**src/source/asin_pkg.sv**
```systemverilog
package asin_pkg;

    // Single precision field widths
    localparam int FP_WIDTH  = 32;
    localparam int EXP_WIDTH = 8;
    localparam int MNT_WIDTH = 23;

    // Exponent bias and the all-ones exponent of infinity
    localparam logic [EXP_WIDTH-1:0] EXP_BIAS = 8'd127;
    localparam logic [EXP_WIDTH-1:0] EXP_MAX  = 8'd255;

    ////////////////////
    // Float word
    ////////////////////

    // Raw word on ports, split fields inside the arithmetic
    typedef union packed {
        logic [FP_WIDTH-1:0] bits;
        struct packed {
            logic                 sign;
            logic [EXP_WIDTH-1:0] exp;
            logic [MNT_WIDTH-1:0] mnt;
        } fields;
    } fp_word_t;

    // Series constants
    localparam fp_word_t FP_ZERO  = 32'h0000_0000;
    localparam fp_word_t FP_THREE = 32'h4040_0000;
    localparam fp_word_t FP_SIX   = 32'h40C0_0000;
    localparam fp_word_t FP_FORTY = 32'h4220_0000;

endpackage

```
**src/source/fp_mul.sv**
```systemverilog
`timescale 1ns/1ps

module fp_mul
    import asin_pkg::*;
(
    input  logic     clock,
    input  logic     i_rst,
    input  logic     i_start,
    input  fp_word_t i_a,
    input  fp_word_t i_b,
    output logic     o_done,
    output fp_word_t o_p
);

    localparam int PROD_WIDTH = 2 * (MNT_WIDTH + 1);

    logic [PROD_WIDTH-1:0] prod;
    logic [MNT_WIDTH:0]    mnt;
    logic [EXP_WIDTH-1:0]  exp;
    fp_word_t              res;

    always_comb
    begin
        // Mantissas with their hidden ones
        prod = {1'b1, i_a.fields.mnt} * {1'b1, i_b.fields.mnt};
        // Upper half kept, lower half dropped without rounding
        mnt = prod[PROD_WIDTH-1:MNT_WIDTH+1];
        // Product point sits one bit above the kept MSB, so bias minus one
        exp = i_a.fields.exp + i_b.fields.exp - (EXP_BIAS - 8'd1);
        // Leading-one search
        for (int i = 0; i <= MNT_WIDTH; i++)
        begin
            if (!mnt[MNT_WIDTH])
            begin
                mnt = mnt << 1;
                exp = exp - 8'd1;
            end
        end
        res.fields.sign = i_a.fields.sign ^ i_b.fields.sign;
        res.fields.exp  = exp;
        res.fields.mnt  = mnt[MNT_WIDTH-1:0];
        // Any zero operand forces +0
        if (i_a.bits[FP_WIDTH-2:0] == '0 || i_b.bits[FP_WIDTH-2:0] == '0)
            res = FP_ZERO;
    end

    always_ff @(posedge clock)
    begin
        if (i_rst)
            o_done <= 1'b0;
        else
            o_done <= i_start;
        if (i_start)
            o_p <= res;
    end

endmodule

```
**src/source/fp_div.sv**
```systemverilog
`timescale 1ns/1ps

module fp_div
    import asin_pkg::*;
#(
    parameter fp_word_t DIVISOR = FP_SIX
)
(
    input  logic     clock,
    input  logic     i_rst,
    input  logic     i_start,
    input  fp_word_t i_a,
    output logic     o_done,
    output fp_word_t o_q
);

    localparam int                   QUO_WIDTH = MNT_WIDTH + 3;
    localparam logic [3:0]           LAST_PAIR = 4'd13;
    localparam logic [MNT_WIDTH+1:0] DVS       = {2'b01, DIVISOR.fields.mnt};
    // Fixed divisor special cases
    localparam logic DIV_BY_INF  = (DIVISOR.fields.exp == EXP_MAX);
    localparam logic DIV_BY_ZERO = (DIVISOR.fields.exp == '0);

    logic                   busy;
    logic [3:0]             pair_cnt;
    logic                   sign_q;
    logic                   a_inf_q;
    logic [EXP_WIDTH:0]     exp_q;
    logic [MNT_WIDTH+1:0]   rem_q;
    logic [MNT_WIDTH+1:0]   rem_next;
    logic [MNT_WIDTH+1:0]   trial;
    logic [1:0]             pair;
    logic [QUO_WIDTH-1:0]   quo_q;
    logic [QUO_WIDTH-1:0]   quo_inc;
    logic [EXP_WIDTH:0]     exp_fin;
    logic [MNT_WIDTH-1:0]   mnt_fin;
    logic                   shift_en;
    fp_word_t               res;

    // Shift on the start cycle and on every pair after it
    assign shift_en = i_start || (busy && pair_cnt != LAST_PAIR);

    ////////////////////
    // Two restoring steps
    ////////////////////

    always_comb
    begin
        // Start cycle works from the dividend with its hidden one
        rem_next = i_start ? {2'b01, i_a.fields.mnt} : rem_q;
        for (int k = 0; k < 2; k++)
        begin
            trial = rem_next - DVS;
            // Positive trial means the divisor fits
            pair[1-k] = !trial[MNT_WIDTH+1];
            if (!trial[MNT_WIDTH+1])
                rem_next = trial;
            rem_next = {rem_next[MNT_WIDTH:0], 1'b0};
        end
    end

    always_comb
    begin
        // Increment before the quotient window is chosen
        quo_inc = quo_q + 1'b1;
        if (quo_inc[QUO_WIDTH-1])
        begin
            mnt_fin = quo_inc[QUO_WIDTH-2:2];
            exp_fin = exp_q;
        end
        else
        begin
            mnt_fin = quo_inc[QUO_WIDTH-3:1];
            exp_fin = exp_q - 1'b1;
        end
        res.fields.sign = sign_q;
        res.fields.exp  = exp_fin[EXP_WIDTH-1:0];
        res.fields.mnt  = mnt_fin;
        // Bit 8 set means out of range, bit 7 tells which side
        if (exp_fin[EXP_WIDTH])
        begin
            res.fields.exp = exp_fin[EXP_WIDTH-1] ? '0 : EXP_MAX;
            res.fields.mnt = '0;
        end
        if (DIV_BY_INF)
        begin
            res.fields.exp = '0;
            res.fields.mnt = '0;
        end
        else if (DIV_BY_ZERO || a_inf_q)
        begin
            res.fields.exp = EXP_MAX;
            res.fields.mnt = '0;
        end
    end

    always_ff @(posedge clock)
    begin
        if (i_rst)
        begin
            busy     <= 1'b0;
            pair_cnt <= '0;
            o_done   <= 1'b0;
        end
        else
        begin
            o_done <= 1'b0;
            if (i_start)
            begin
                busy     <= 1'b1;
                pair_cnt <= 4'd1;
            end
            else if (busy && pair_cnt == LAST_PAIR)
            begin
                busy   <= 1'b0;
                o_done <= 1'b1;
            end
            else if (busy)
                pair_cnt <= pair_cnt + 4'd1;
        end
    end

    always_ff @(posedge clock)
    begin
        if (i_start)
        begin
            sign_q  <= i_a.fields.sign ^ DIVISOR.fields.sign;
            a_inf_q <= (i_a.fields.exp == EXP_MAX);
            exp_q   <= {1'b0, i_a.fields.exp} - {1'b0, DIVISOR.fields.exp}
                       + {1'b0, EXP_BIAS};
        end
        if (shift_en)
        begin
            rem_q <= rem_next;
            quo_q <= {quo_q[QUO_WIDTH-3:0], pair};
        end
        if (busy && pair_cnt == LAST_PAIR)
            o_q <= res;
    end

    // Owner waits for o_done before the next start
    assert property (@(posedge clock) disable iff (i_rst) busy |-> !i_start);

endmodule

```
**src/source/fp_add.sv**
```systemverilog
`timescale 1ns/1ps

module fp_add
    import asin_pkg::*;
(
    input  logic     clock,
    input  logic     i_rst,
    input  logic     i_start,
    input  fp_word_t i_a,
    input  fp_word_t i_b,
    output logic     o_done,
    output fp_word_t o_s
);

    logic [MNT_WIDTH:0]   a_mnt;
    logic [MNT_WIDTH:0]   b_mnt;
    logic [MNT_WIDTH:0]   big_mnt;
    logic [MNT_WIDTH:0]   small_mnt;
    logic [MNT_WIDTH+1:0] sum;
    logic [EXP_WIDTH-1:0] exp;
    logic                 a_smaller;
    logic                 sign;
    fp_word_t             res;

    always_comb
    begin
        a_mnt = {1'b1, i_a.fields.mnt};
        b_mnt = {1'b1, i_b.fields.mnt};
        // Magnitude compare by exponent first, then mantissa
        a_smaller = (i_a.fields.exp < i_b.fields.exp)
                    || (i_a.fields.exp == i_b.fields.exp && i_a.fields.mnt < i_b.fields.mnt);
        // Larger exponent first, other mantissa aligned by truncating shift
        if (i_a.fields.exp >= i_b.fields.exp)
        begin
            big_mnt   = a_mnt;
            small_mnt = b_mnt >> (i_a.fields.exp - i_b.fields.exp);
            exp       = i_a.fields.exp + 8'd1;
        end
        else
        begin
            big_mnt   = b_mnt;
            small_mnt = a_mnt >> (i_b.fields.exp - i_a.fields.exp);
            exp       = i_b.fields.exp + 8'd1;
        end
        // Effective add or subtract of magnitudes
        if (i_a.fields.sign == i_b.fields.sign)
            sum = big_mnt + small_mnt;
        else if (big_mnt >= small_mnt)
            sum = big_mnt - small_mnt;
        else
            sum = small_mnt - big_mnt;
        // Same signs keep it, mixed signs follow the larger magnitude
        if (i_a.fields.sign == i_b.fields.sign)
            sign = i_a.fields.sign;
        else
            sign = i_a.fields.sign ^ a_smaller;
        // Exponent was taken one high, so the sum MSB is the hidden one
        for (int i = 0; i <= MNT_WIDTH; i++)
        begin
            if (!sum[MNT_WIDTH+1])
            begin
                sum = sum << 1;
                exp = exp - 8'd1;
            end
        end
        res.fields.sign = sign;
        res.fields.exp  = exp;
        res.fields.mnt  = sum[MNT_WIDTH:1];
        // Zero operand passes the other one through
        if (i_a.bits[FP_WIDTH-2:0] == '0)
            res = i_b;
        else if (i_b.bits[FP_WIDTH-2:0] == '0)
            res = i_a;
    end

    always_ff @(posedge clock)
    begin
        if (i_rst)
            o_done <= 1'b0;
        else
            o_done <= i_start;
        if (i_start)
            o_s <= res;
    end

endmodule

```
**src/source/asin_cubic_term.sv**
```systemverilog
`timescale 1ns/1ps

module asin_cubic_term
    import asin_pkg::*;
#(
    parameter fp_word_t DIVISOR = FP_SIX
)
(
    input  logic     clock,
    input  logic     i_rst,
    input  logic     i_start,
    input  fp_word_t i_x,
    output logic     o_done,
    output fp_word_t o_term
);

    localparam logic [2:0] S_IDLE     = 3'd0;
    localparam logic [2:0] S_MUL      = 3'd1;
    localparam logic [2:0] S_MUL_WAIT = 3'd2;
    localparam logic [2:0] S_DIV      = 3'd3;
    localparam logic [2:0] S_DIV_WAIT = 3'd4;

    logic [2:0] state;
    logic       step;
    logic       mul_start;
    logic       mul_done;
    logic       div_start;
    fp_word_t   x_q;
    fp_word_t   mul_a;
    fp_word_t   mul_p;

    assign mul_start = (state == S_MUL);
    assign div_start = (state == S_DIV);
    // Step 0 squares x, step 1 multiplies the square by x
    assign mul_a     = step ? mul_p : x_q;

    fp_mul u_mul (
        .clock   (clock),
        .i_rst   (i_rst),
        .i_start (mul_start),
        .i_a     (mul_a),
        .i_b     (x_q),
        .o_done  (mul_done),
        .o_p     (mul_p)
    );

    // Divides the held cube
    fp_div #(
        .DIVISOR (DIVISOR)
    ) u_div (
        .clock   (clock),
        .i_rst   (i_rst),
        .i_start (div_start),
        .i_a     (mul_p),
        .o_done  (o_done),
        .o_q     (o_term)
    );

    always_ff @(posedge clock)
    begin
        if (i_rst)
        begin
            state <= S_IDLE;
            step  <= 1'b0;
        end
        else
        begin
            case (state)
                S_IDLE:
                    if (i_start)
                    begin
                        state <= S_MUL;
                        step  <= 1'b0;
                    end
                S_MUL:
                    state <= S_MUL_WAIT;
                S_MUL_WAIT:
                    if (mul_done)
                    begin
                        // After the cube go on to the divide
                        state <= step ? S_DIV : S_MUL;
                        step  <= 1'b1;
                    end
                S_DIV:
                    state <= S_DIV_WAIT;
                S_DIV_WAIT:
                    if (o_done)
                        state <= S_IDLE;
                default:
                    state <= S_IDLE;
            endcase
        end
        if (state == S_IDLE && i_start)
            x_q <= i_x;
    end

    // One argument in flight, so no restart while a term is reported
    assert property (@(posedge clock) disable iff (i_rst) i_start |-> !o_done);

endmodule

```
**src/source/asin_quintic_term.sv**
```systemverilog
`timescale 1ns/1ps

module asin_quintic_term
    import asin_pkg::*;
#(
    parameter fp_word_t SCALE   = FP_THREE,
    parameter fp_word_t DIVISOR = FP_FORTY
)
(
    input  logic     clock,
    input  logic     i_rst,
    input  logic     i_start,
    input  fp_word_t i_x,
    output logic     o_done,
    output fp_word_t o_term
);

    localparam logic [2:0] S_IDLE     = 3'd0;
    localparam logic [2:0] S_MUL      = 3'd1;
    localparam logic [2:0] S_MUL_WAIT = 3'd2;
    localparam logic [2:0] S_DIV      = 3'd3;
    localparam logic [2:0] S_DIV_WAIT = 3'd4;
    localparam logic [1:0] LAST_STEP  = 2'd3;

    logic [2:0] state;
    logic [1:0] step;
    logic       mul_start;
    logic       mul_done;
    logic       div_start;
    fp_word_t   x_q;
    fp_word_t   x2_q;
    fp_word_t   x3_q;
    fp_word_t   mul_a;
    fp_word_t   mul_b;
    fp_word_t   mul_p;

    assign mul_start = (state == S_MUL);
    assign div_start = (state == S_DIV);

    ////////////////////
    // Operands by step
    ////////////////////

    always_comb
    begin
        case (step)
            2'd0:
            begin
                mul_a = x_q;
                mul_b = x_q;
            end
            2'd1:
            begin
                mul_a = x2_q;
                mul_b = x_q;
            end
            // x^5 as x^2 times x^3
            2'd2:
            begin
                mul_a = x2_q;
                mul_b = x3_q;
            end
            default:
            begin
                mul_a = mul_p;
                mul_b = SCALE;
            end
        endcase
    end

    fp_mul u_mul (
        .clock   (clock),
        .i_rst   (i_rst),
        .i_start (mul_start),
        .i_a     (mul_a),
        .i_b     (mul_b),
        .o_done  (mul_done),
        .o_p     (mul_p)
    );

    fp_div #(
        .DIVISOR (DIVISOR)
    ) u_div (
        .clock   (clock),
        .i_rst   (i_rst),
        .i_start (div_start),
        .i_a     (mul_p),
        .o_done  (o_done),
        .o_q     (o_term)
    );

    always_ff @(posedge clock)
    begin
        if (i_rst)
        begin
            state <= S_IDLE;
            step  <= 2'd0;
        end
        else
        begin
            case (state)
                S_IDLE:
                    if (i_start)
                    begin
                        state <= S_MUL;
                        step  <= 2'd0;
                    end
                S_MUL:
                    state <= S_MUL_WAIT;
                S_MUL_WAIT:
                    if (mul_done && step == LAST_STEP)
                        state <= S_DIV;
                    else if (mul_done)
                    begin
                        state <= S_MUL;
                        step  <= step + 2'd1;
                    end
                S_DIV:
                    state <= S_DIV_WAIT;
                S_DIV_WAIT:
                    if (o_done)
                        state <= S_IDLE;
                default:
                    state <= S_IDLE;
            endcase
        end
        if (state == S_IDLE && i_start)
            x_q <= i_x;
        // Powers kept for the later steps
        if (mul_done && step == 2'd0)
            x2_q <= mul_p;
        if (mul_done && step == 2'd1)
            x3_q <= mul_p;
    end

endmodule

```
**src/source/asin_series_sum.sv**
```systemverilog
`timescale 1ns/1ps

module asin_series_sum
    import asin_pkg::*;
(
    input  logic     clock,
    input  logic     i_rst,
    input  logic     i_start,
    input  fp_word_t i_x,
    input  logic     i_cubic_done,
    input  fp_word_t i_cubic,
    input  logic     i_quintic_done,
    input  fp_word_t i_quintic,
    input  logic     i_ready,
    output logic     o_valid,
    output fp_word_t o_asin,
    output logic     o_busy
);

    localparam logic [2:0] S_IDLE  = 3'd0;
    localparam logic [2:0] S_TERMS = 3'd1;
    localparam logic [2:0] S_SUM1  = 3'd2;
    localparam logic [2:0] S_SUM2  = 3'd3;
    localparam logic [2:0] S_HOLD  = 3'd4;

    logic [2:0] state;
    logic       have_cubic;
    logic       have_quintic;
    logic       add_start;
    logic       add_done;
    fp_word_t   x_q;
    fp_word_t   cubic_q;
    fp_word_t   quintic_q;
    fp_word_t   add_a;
    fp_word_t   add_b;

    // First sum once both terms are in, second on the first done
    assign add_start = (state == S_TERMS && have_cubic && have_quintic)
                       || (state == S_SUM1 && add_done);
    // Second pass adds x to the held partial sum
    assign add_a     = (state == S_SUM1) ? x_q : cubic_q;
    assign add_b     = (state == S_SUM1) ? o_asin : quintic_q;
    assign o_valid   = (state == S_HOLD);
    assign o_busy    = (state != S_IDLE);

    // Adder output holds until the next start, so it is the result word
    fp_add u_add (
        .clock   (clock),
        .i_rst   (i_rst),
        .i_start (add_start),
        .i_a     (add_a),
        .i_b     (add_b),
        .o_done  (add_done),
        .o_s     (o_asin)
    );

    always_ff @(posedge clock)
    begin
        if (i_rst)
        begin
            state        <= S_IDLE;
            have_cubic   <= 1'b0;
            have_quintic <= 1'b0;
        end
        else
        begin
            case (state)
                S_IDLE:
                    if (i_start)
                        state <= S_TERMS;
                S_TERMS:
                    if (add_start)
                        state <= S_SUM1;
                S_SUM1:
                    if (add_done)
                        state <= S_SUM2;
                S_SUM2:
                    if (add_done)
                        state <= S_HOLD;
                S_HOLD:
                    if (i_ready)
                        state <= S_IDLE;
                default:
                    state <= S_IDLE;
            endcase
            // Terms arrive in either order
            if (i_start)
            begin
                have_cubic   <= 1'b0;
                have_quintic <= 1'b0;
            end
            else
            begin
                if (i_cubic_done)
                    have_cubic <= 1'b1;
                if (i_quintic_done)
                    have_quintic <= 1'b1;
            end
        end
        if (i_start)
            x_q <= i_x;
        if (i_cubic_done)
            cubic_q <= i_cubic;
        if (i_quintic_done)
            quintic_q <= i_quintic;
    end

    // No new addition may disturb a result that waits for the consumer
    assert property (@(posedge clock) disable iff (i_rst)
        o_valid && !i_ready |=> o_valid && $stable(o_asin));

endmodule

```
**src/source/asin_top.sv**
```systemverilog
`timescale 1ns/1ps

module asin_top
    import asin_pkg::*;
#(
    parameter fp_word_t CUBIC_DIVISOR   = FP_SIX,
    parameter fp_word_t QUINTIC_SCALE   = FP_THREE,
    parameter fp_word_t QUINTIC_DIVISOR = FP_FORTY
)
(
    input  logic                clock,
    input  logic                i_rst,
    input  logic                i_valid,
    output logic                o_ready,
    input  logic [FP_WIDTH-1:0] i_x,
    output logic                o_valid,
    input  logic                i_ready,
    output logic [FP_WIDTH-1:0] o_asin
);

    logic     accept;
    logic     busy;
    logic     cubic_done;
    logic     quintic_done;
    fp_word_t cubic_term;
    fp_word_t quintic_term;

    // Ready only with nothing in flight and no result waiting
    assign o_ready = !busy;
    // Accept pulse starts all three parts together
    assign accept  = i_valid && o_ready;

    asin_cubic_term #(
        .DIVISOR (CUBIC_DIVISOR)
    ) u_cubic (
        .clock   (clock),
        .i_rst   (i_rst),
        .i_start (accept),
        .i_x     (i_x),
        .o_done  (cubic_done),
        .o_term  (cubic_term)
    );

    asin_quintic_term #(
        .SCALE   (QUINTIC_SCALE),
        .DIVISOR (QUINTIC_DIVISOR)
    ) u_quintic (
        .clock   (clock),
        .i_rst   (i_rst),
        .i_start (accept),
        .i_x     (i_x),
        .o_done  (quintic_done),
        .o_term  (quintic_term)
    );

    asin_series_sum u_sum (
        .clock          (clock),
        .i_rst          (i_rst),
        .i_start        (accept),
        .i_x            (i_x),
        .i_cubic_done   (cubic_done),
        .i_cubic        (cubic_term),
        .i_quintic_done (quintic_done),
        .i_quintic      (quintic_term),
        .i_ready        (i_ready),
        .o_valid        (o_valid),
        .o_asin         (o_asin),
        .o_busy         (busy)
    );

endmodule

```
**config.mk**
```make
export PLATFORM = sky130hd
export DESIGN_NAME = asin_top
export DESIGN_NICKNAME = d
export VERILOG_FILES = /design/src/source/asin_pkg.sv /design/src/source/fp_mul.sv /design/src/source/fp_div.sv /design/src/source/fp_add.sv /design/src/source/asin_cubic_term.sv /design/src/source/asin_quintic_term.sv /design/src/source/asin_series_sum.sv /design/src/source/asin_top.sv
export SDC_FILE = /design/constraint.sdc
export NUM_CORES = 2
export LEC_CHECK = 0
export BUFFER_PORTS_ARGS = -buffer_cell sky130_fd_sc_hd__clkbuf_2
export CELL_PAD_IN_SITES_DETAIL_PLACEMENT = 0
export CELL_PAD_IN_SITES_GLOBAL_PLACEMENT = 1
export CORE_MARGIN = 5
export CORE_UTILIZATION = 50
export DETAILED_ROUTE_END_ITERATION = 7
export GPL_TIMING_DRIVEN = 0
export PLACE_DENSITY = 0.92
export REMOVE_ABC_BUFFERS = 1
export SYNTH_ARGS = -nofsm -noshare
export SYNTH_HDL_FRONTEND = slang
export SYNTH_SLANG_ARGS = --single-unit
export TNS_END_PERCENT = 100
```
**constraint.sdc**
```tcl
create_clock -name clock -period 24.2 [get_ports clock]
set_input_delay 0 -clock clock [delete_from_list [all_inputs] [get_ports clock]]
set_output_delay 0 -clock clock [all_outputs]
set_load 0.01 [all_outputs]
```
==> metrics.md <==
| Metric | Value |
|---|---|
| Outcome | finished, violations left |
| Violated checks | capacitance limit, slew limit |
| CTS Sinks | 533 |
| IO buf count | 69 |
| Die ar. | 195000 sq um |
| H-tree levels | 2 |
| Die Span Y | 442 microns |
| FP Rows | 158 |
| Antenna-violating nets left | 0 |
| Share of layout cells above drive strength 1 | 0.0785 |
| CTS Buf Count | 53 |
| Worst path most repeated cell | ha_1 |
| CP startpoint | u_sum.state[1] |
| Antenna violations before repair | 15 |
| Compound-Gate Fraction of Synth Area | 0.167 |
| Slowest-stage cell, CP | nor3_4 |
| Sequential element share of the synthesized area | 0.169 |
| Ys async rst share | 0 |
| Ys flop type | edfxtp_1 |
| Post-Route Utilization | 0.538 |
| CTS clk-pin slew, worst paths | 0.07 ns |
| First-pass GRT wire length | 506 mm |
| Largest family of logic cells by synthesized area | adder cells |
| Post-Synth XOR/XNOR Area | 0.0533 |
| Netlist Area Pre-Place | 93200 sq um |
| Pre-Repair DR Iteration Count | 6 |
| Pin count of the biggest net entering global routing | 51 |
| Adder-cell share of the synthesized area | 0.284 |
| Fin. Hold Viols | 0 |
| GRT overflow | 0 |
| FF-to-FF setup slack | 1.08 ns |
| Via density | 6.41 |
| Hold_sp | i_rst |
| Vias in the first global route | 83400 |
| Hpwl dp | 263 mm |
| Max incr delay on CP | 0.61 ns |
| Nets | 12500 |
| Worst hold stages | 2 |
| Worst-case reg-to-reg path depth | 103 |
| Synth Register Bits | 533 |
| DR WL/cell | 25.2 microns |
| Post-Synthesis Cells | 11100 |
| MaxCap Viol Count | 3 |
| FMAX | 0.0433 GHz |
| Fin Clk Skew | 0.0404 ns |
| Top post-synthesis cells by count | 1452 x nand2_1, 1325 x inv_1, 969 x fa_1, 925 x nor2_1, 557 x ha_1 |
| Area Overhead vs Synth | 7.04% |
| Top-count cell post-synth | nand2_1 |
| Hold WC Path Type | input port to register |
| Crit path arrival time | 23.57 ns |
| Drc violations | 0 |
| Final Setup Violations | 0 |
| Die width | 442 microns |
| Minimum clock period | 23.12 ns |
| Crit path kind | register to register |
| Post-synth top area share | 0.208 |
| Root Buffer Master | clkbuf_16 |
| Crit-path max FO | 16 |
| Global placer's final weighted congestion | 1.01 |
| Simple-gate share of the synthesized area | 0.202 |
| Total number of vias | 86200 |
| Total GRT Usage | 0.329 |
| CTS max path bufs | 3 |
| Mux share of post-synthesis cell area | 0.0468 |
| Worst R2R End | u_sum.u_add.o_s[29] |
| CP startpoint kind | register |
| Synth top area cells | fa_1 21%, edfxtp_1 16%, ha_1 7.5%, nand2_1 5.8%, inv_1 5.3% |
| CP endpoint | u_sum.u_add.o_s[29] |
| Overall routed net length | 339 mm |
| Core ar. | 185000 sq um |
| Worst endpoint required time | 24.66 ns |
| DR iter-0 viols | 9844 |
| Initial Utilization | 0.503 |
| Synth area leader | fa_1 |
| Average instance area after synthesis | 8.39 sq um |
| Ys Warns | 0 |
| EDFF count, synth | 504 |
| Slew headroom | -0.0521 |
| Clock Latency Late Sink | 0.62 ns |
| Max-slew violations | 16 |
| TritonCTS clock tree | built |
| Fin crit share | 0.955 |
| Ports | 70 |
| Endpoint class of the critical path | register |
| Worst-margin pin slew | 1.53 ns |
| Distinct cell type count after synthesis | 141 |
| Reg-to-reg startpoint | u_sum.state[1] |
## registers in the layout, summed over array words and instances, names as in the netlist, 26 cells and up
name / flops
u_sum.u_add.o_s: 32
u_quintic.x3_q: 32
u_cubic.u_div.o_q: 32
u_quintic.x2_q: 32
u_quintic.u_mul.o_p: 32
u_cubic.u_div.quo_q: 26
u_cubic.x_q: 32
u_sum.cubic_q: 32
u_quintic.u_div.quo_q: 26
u_sum.x_q: 32
u_cubic.u_mul.o_p: 32
u_quintic.x_q: 32
u_sum.quintic_q: 32
u_quintic.u_div.o_q: 32
## area by class of cell
type,count,area [sq um]
antenna,12,30.0
fill,17000,85700
timing repair inverter,2,10.0
clock buffer,68,1450
clock inverter,32,320
inverter,1340,5060
tap,2480,3100
multi-input combinational,8678,71100
timing repair buffer,305,3010
sequential,533,15700
## cells in the final DEF (no fill, tap or decap), types with 273 or more instances in the layout
cell / n
fa_1: 967
nand2_1: 1446
edfxtp_1: 504
ha_1: 544
a21oi_1: 516
inv_1: 1318
nor2_1: 903
xnor2_1: 273
o21ai_0: 406
## worst max-delay path: cells and delay by family, from the launching register on
family | cells | cell delay (ns)
fa+ha+maj | 24 | 7.53
xor+xnor | 3 | 0.78
mux | 8 | 1.90
simple gates | 30 | 5.27
buf+inv | 10 | 1.29
flops | 1 | 0.46
compound gates | 28 | 5.67
## worst min path at each step
| stage | slack [ns] | end |
|---|---|---|
| floorplan | 0.07 | u_cubic.u_div.busy |
| detailed placement | 0.28 | u_quintic.x_q[10] |
| CTS | 0.05 | u_sum.u_add.o_done |
| global route | 0.1 | u_quintic.step[1] |
| finish | 0.07 | u_quintic.step[0] |
| global placement | 0.29 | u_quintic.x_q[10] |
## stage by stage
| step | instance area [sq um] | hold WS [ns] | TNS (ns) | std cells | setup WS, ns |
|---|---|---|---|---|---|
| floorplan | 90900 | 0.0691 | -23.86 | 10500 | -3.76 |
| global placement | 94300 | 0.285 | -184.53 | 13100 | -11.83 |
| detailed placement | 95600 | 0.278 | -9.25 | 13200 | -1.20 |
| CTS | 98100 | 0.0526 | -0.0468 | 13300 | -0.0468 |
| global route | 99700 | 0.0987 | -0.0724 | 13400 | -0.0558 |
| finish | 99800 | 0.0737 | 0 | 13500 | 1.08 |
## logic make-up after synthesis
| group | Yosys count |
|---|---|
| adder cells (fa/ha/maj) | 1532 |
| flip-flops | 533 |
| multiplexers | 384 |
| buffers and inverters | 1900 |
| XOR/XNOR | 488 |
| AND/OR/NAND/NOR | 3985 |
| AO/OA/AOI/OAI | 2284 |
## metal layers
metal  track usage  routed length, microns  share of wire
met1         0.437                  133000           0.39
met3        0.0724                   36200           0.11
met4         0.146                   19200          0.057
met5             0                     186        0.00055
met2         0.519                  151000           0.45
## repair_timing
action | 4_1_cts | 5_1_grt
hold endpoints to repair | 98 | 0
setup endpoints to repair | 15 | 20
setup buffers | 23 | 99
hold buffers | 34 | 0
gates cloned | 2 | 6
gates resized for setup | 18 | 118
pin swaps | 3 | 13
Power is not shown: default switching activity piles up to over one toggle a cycle in this logic, so the estimate is an artifact.
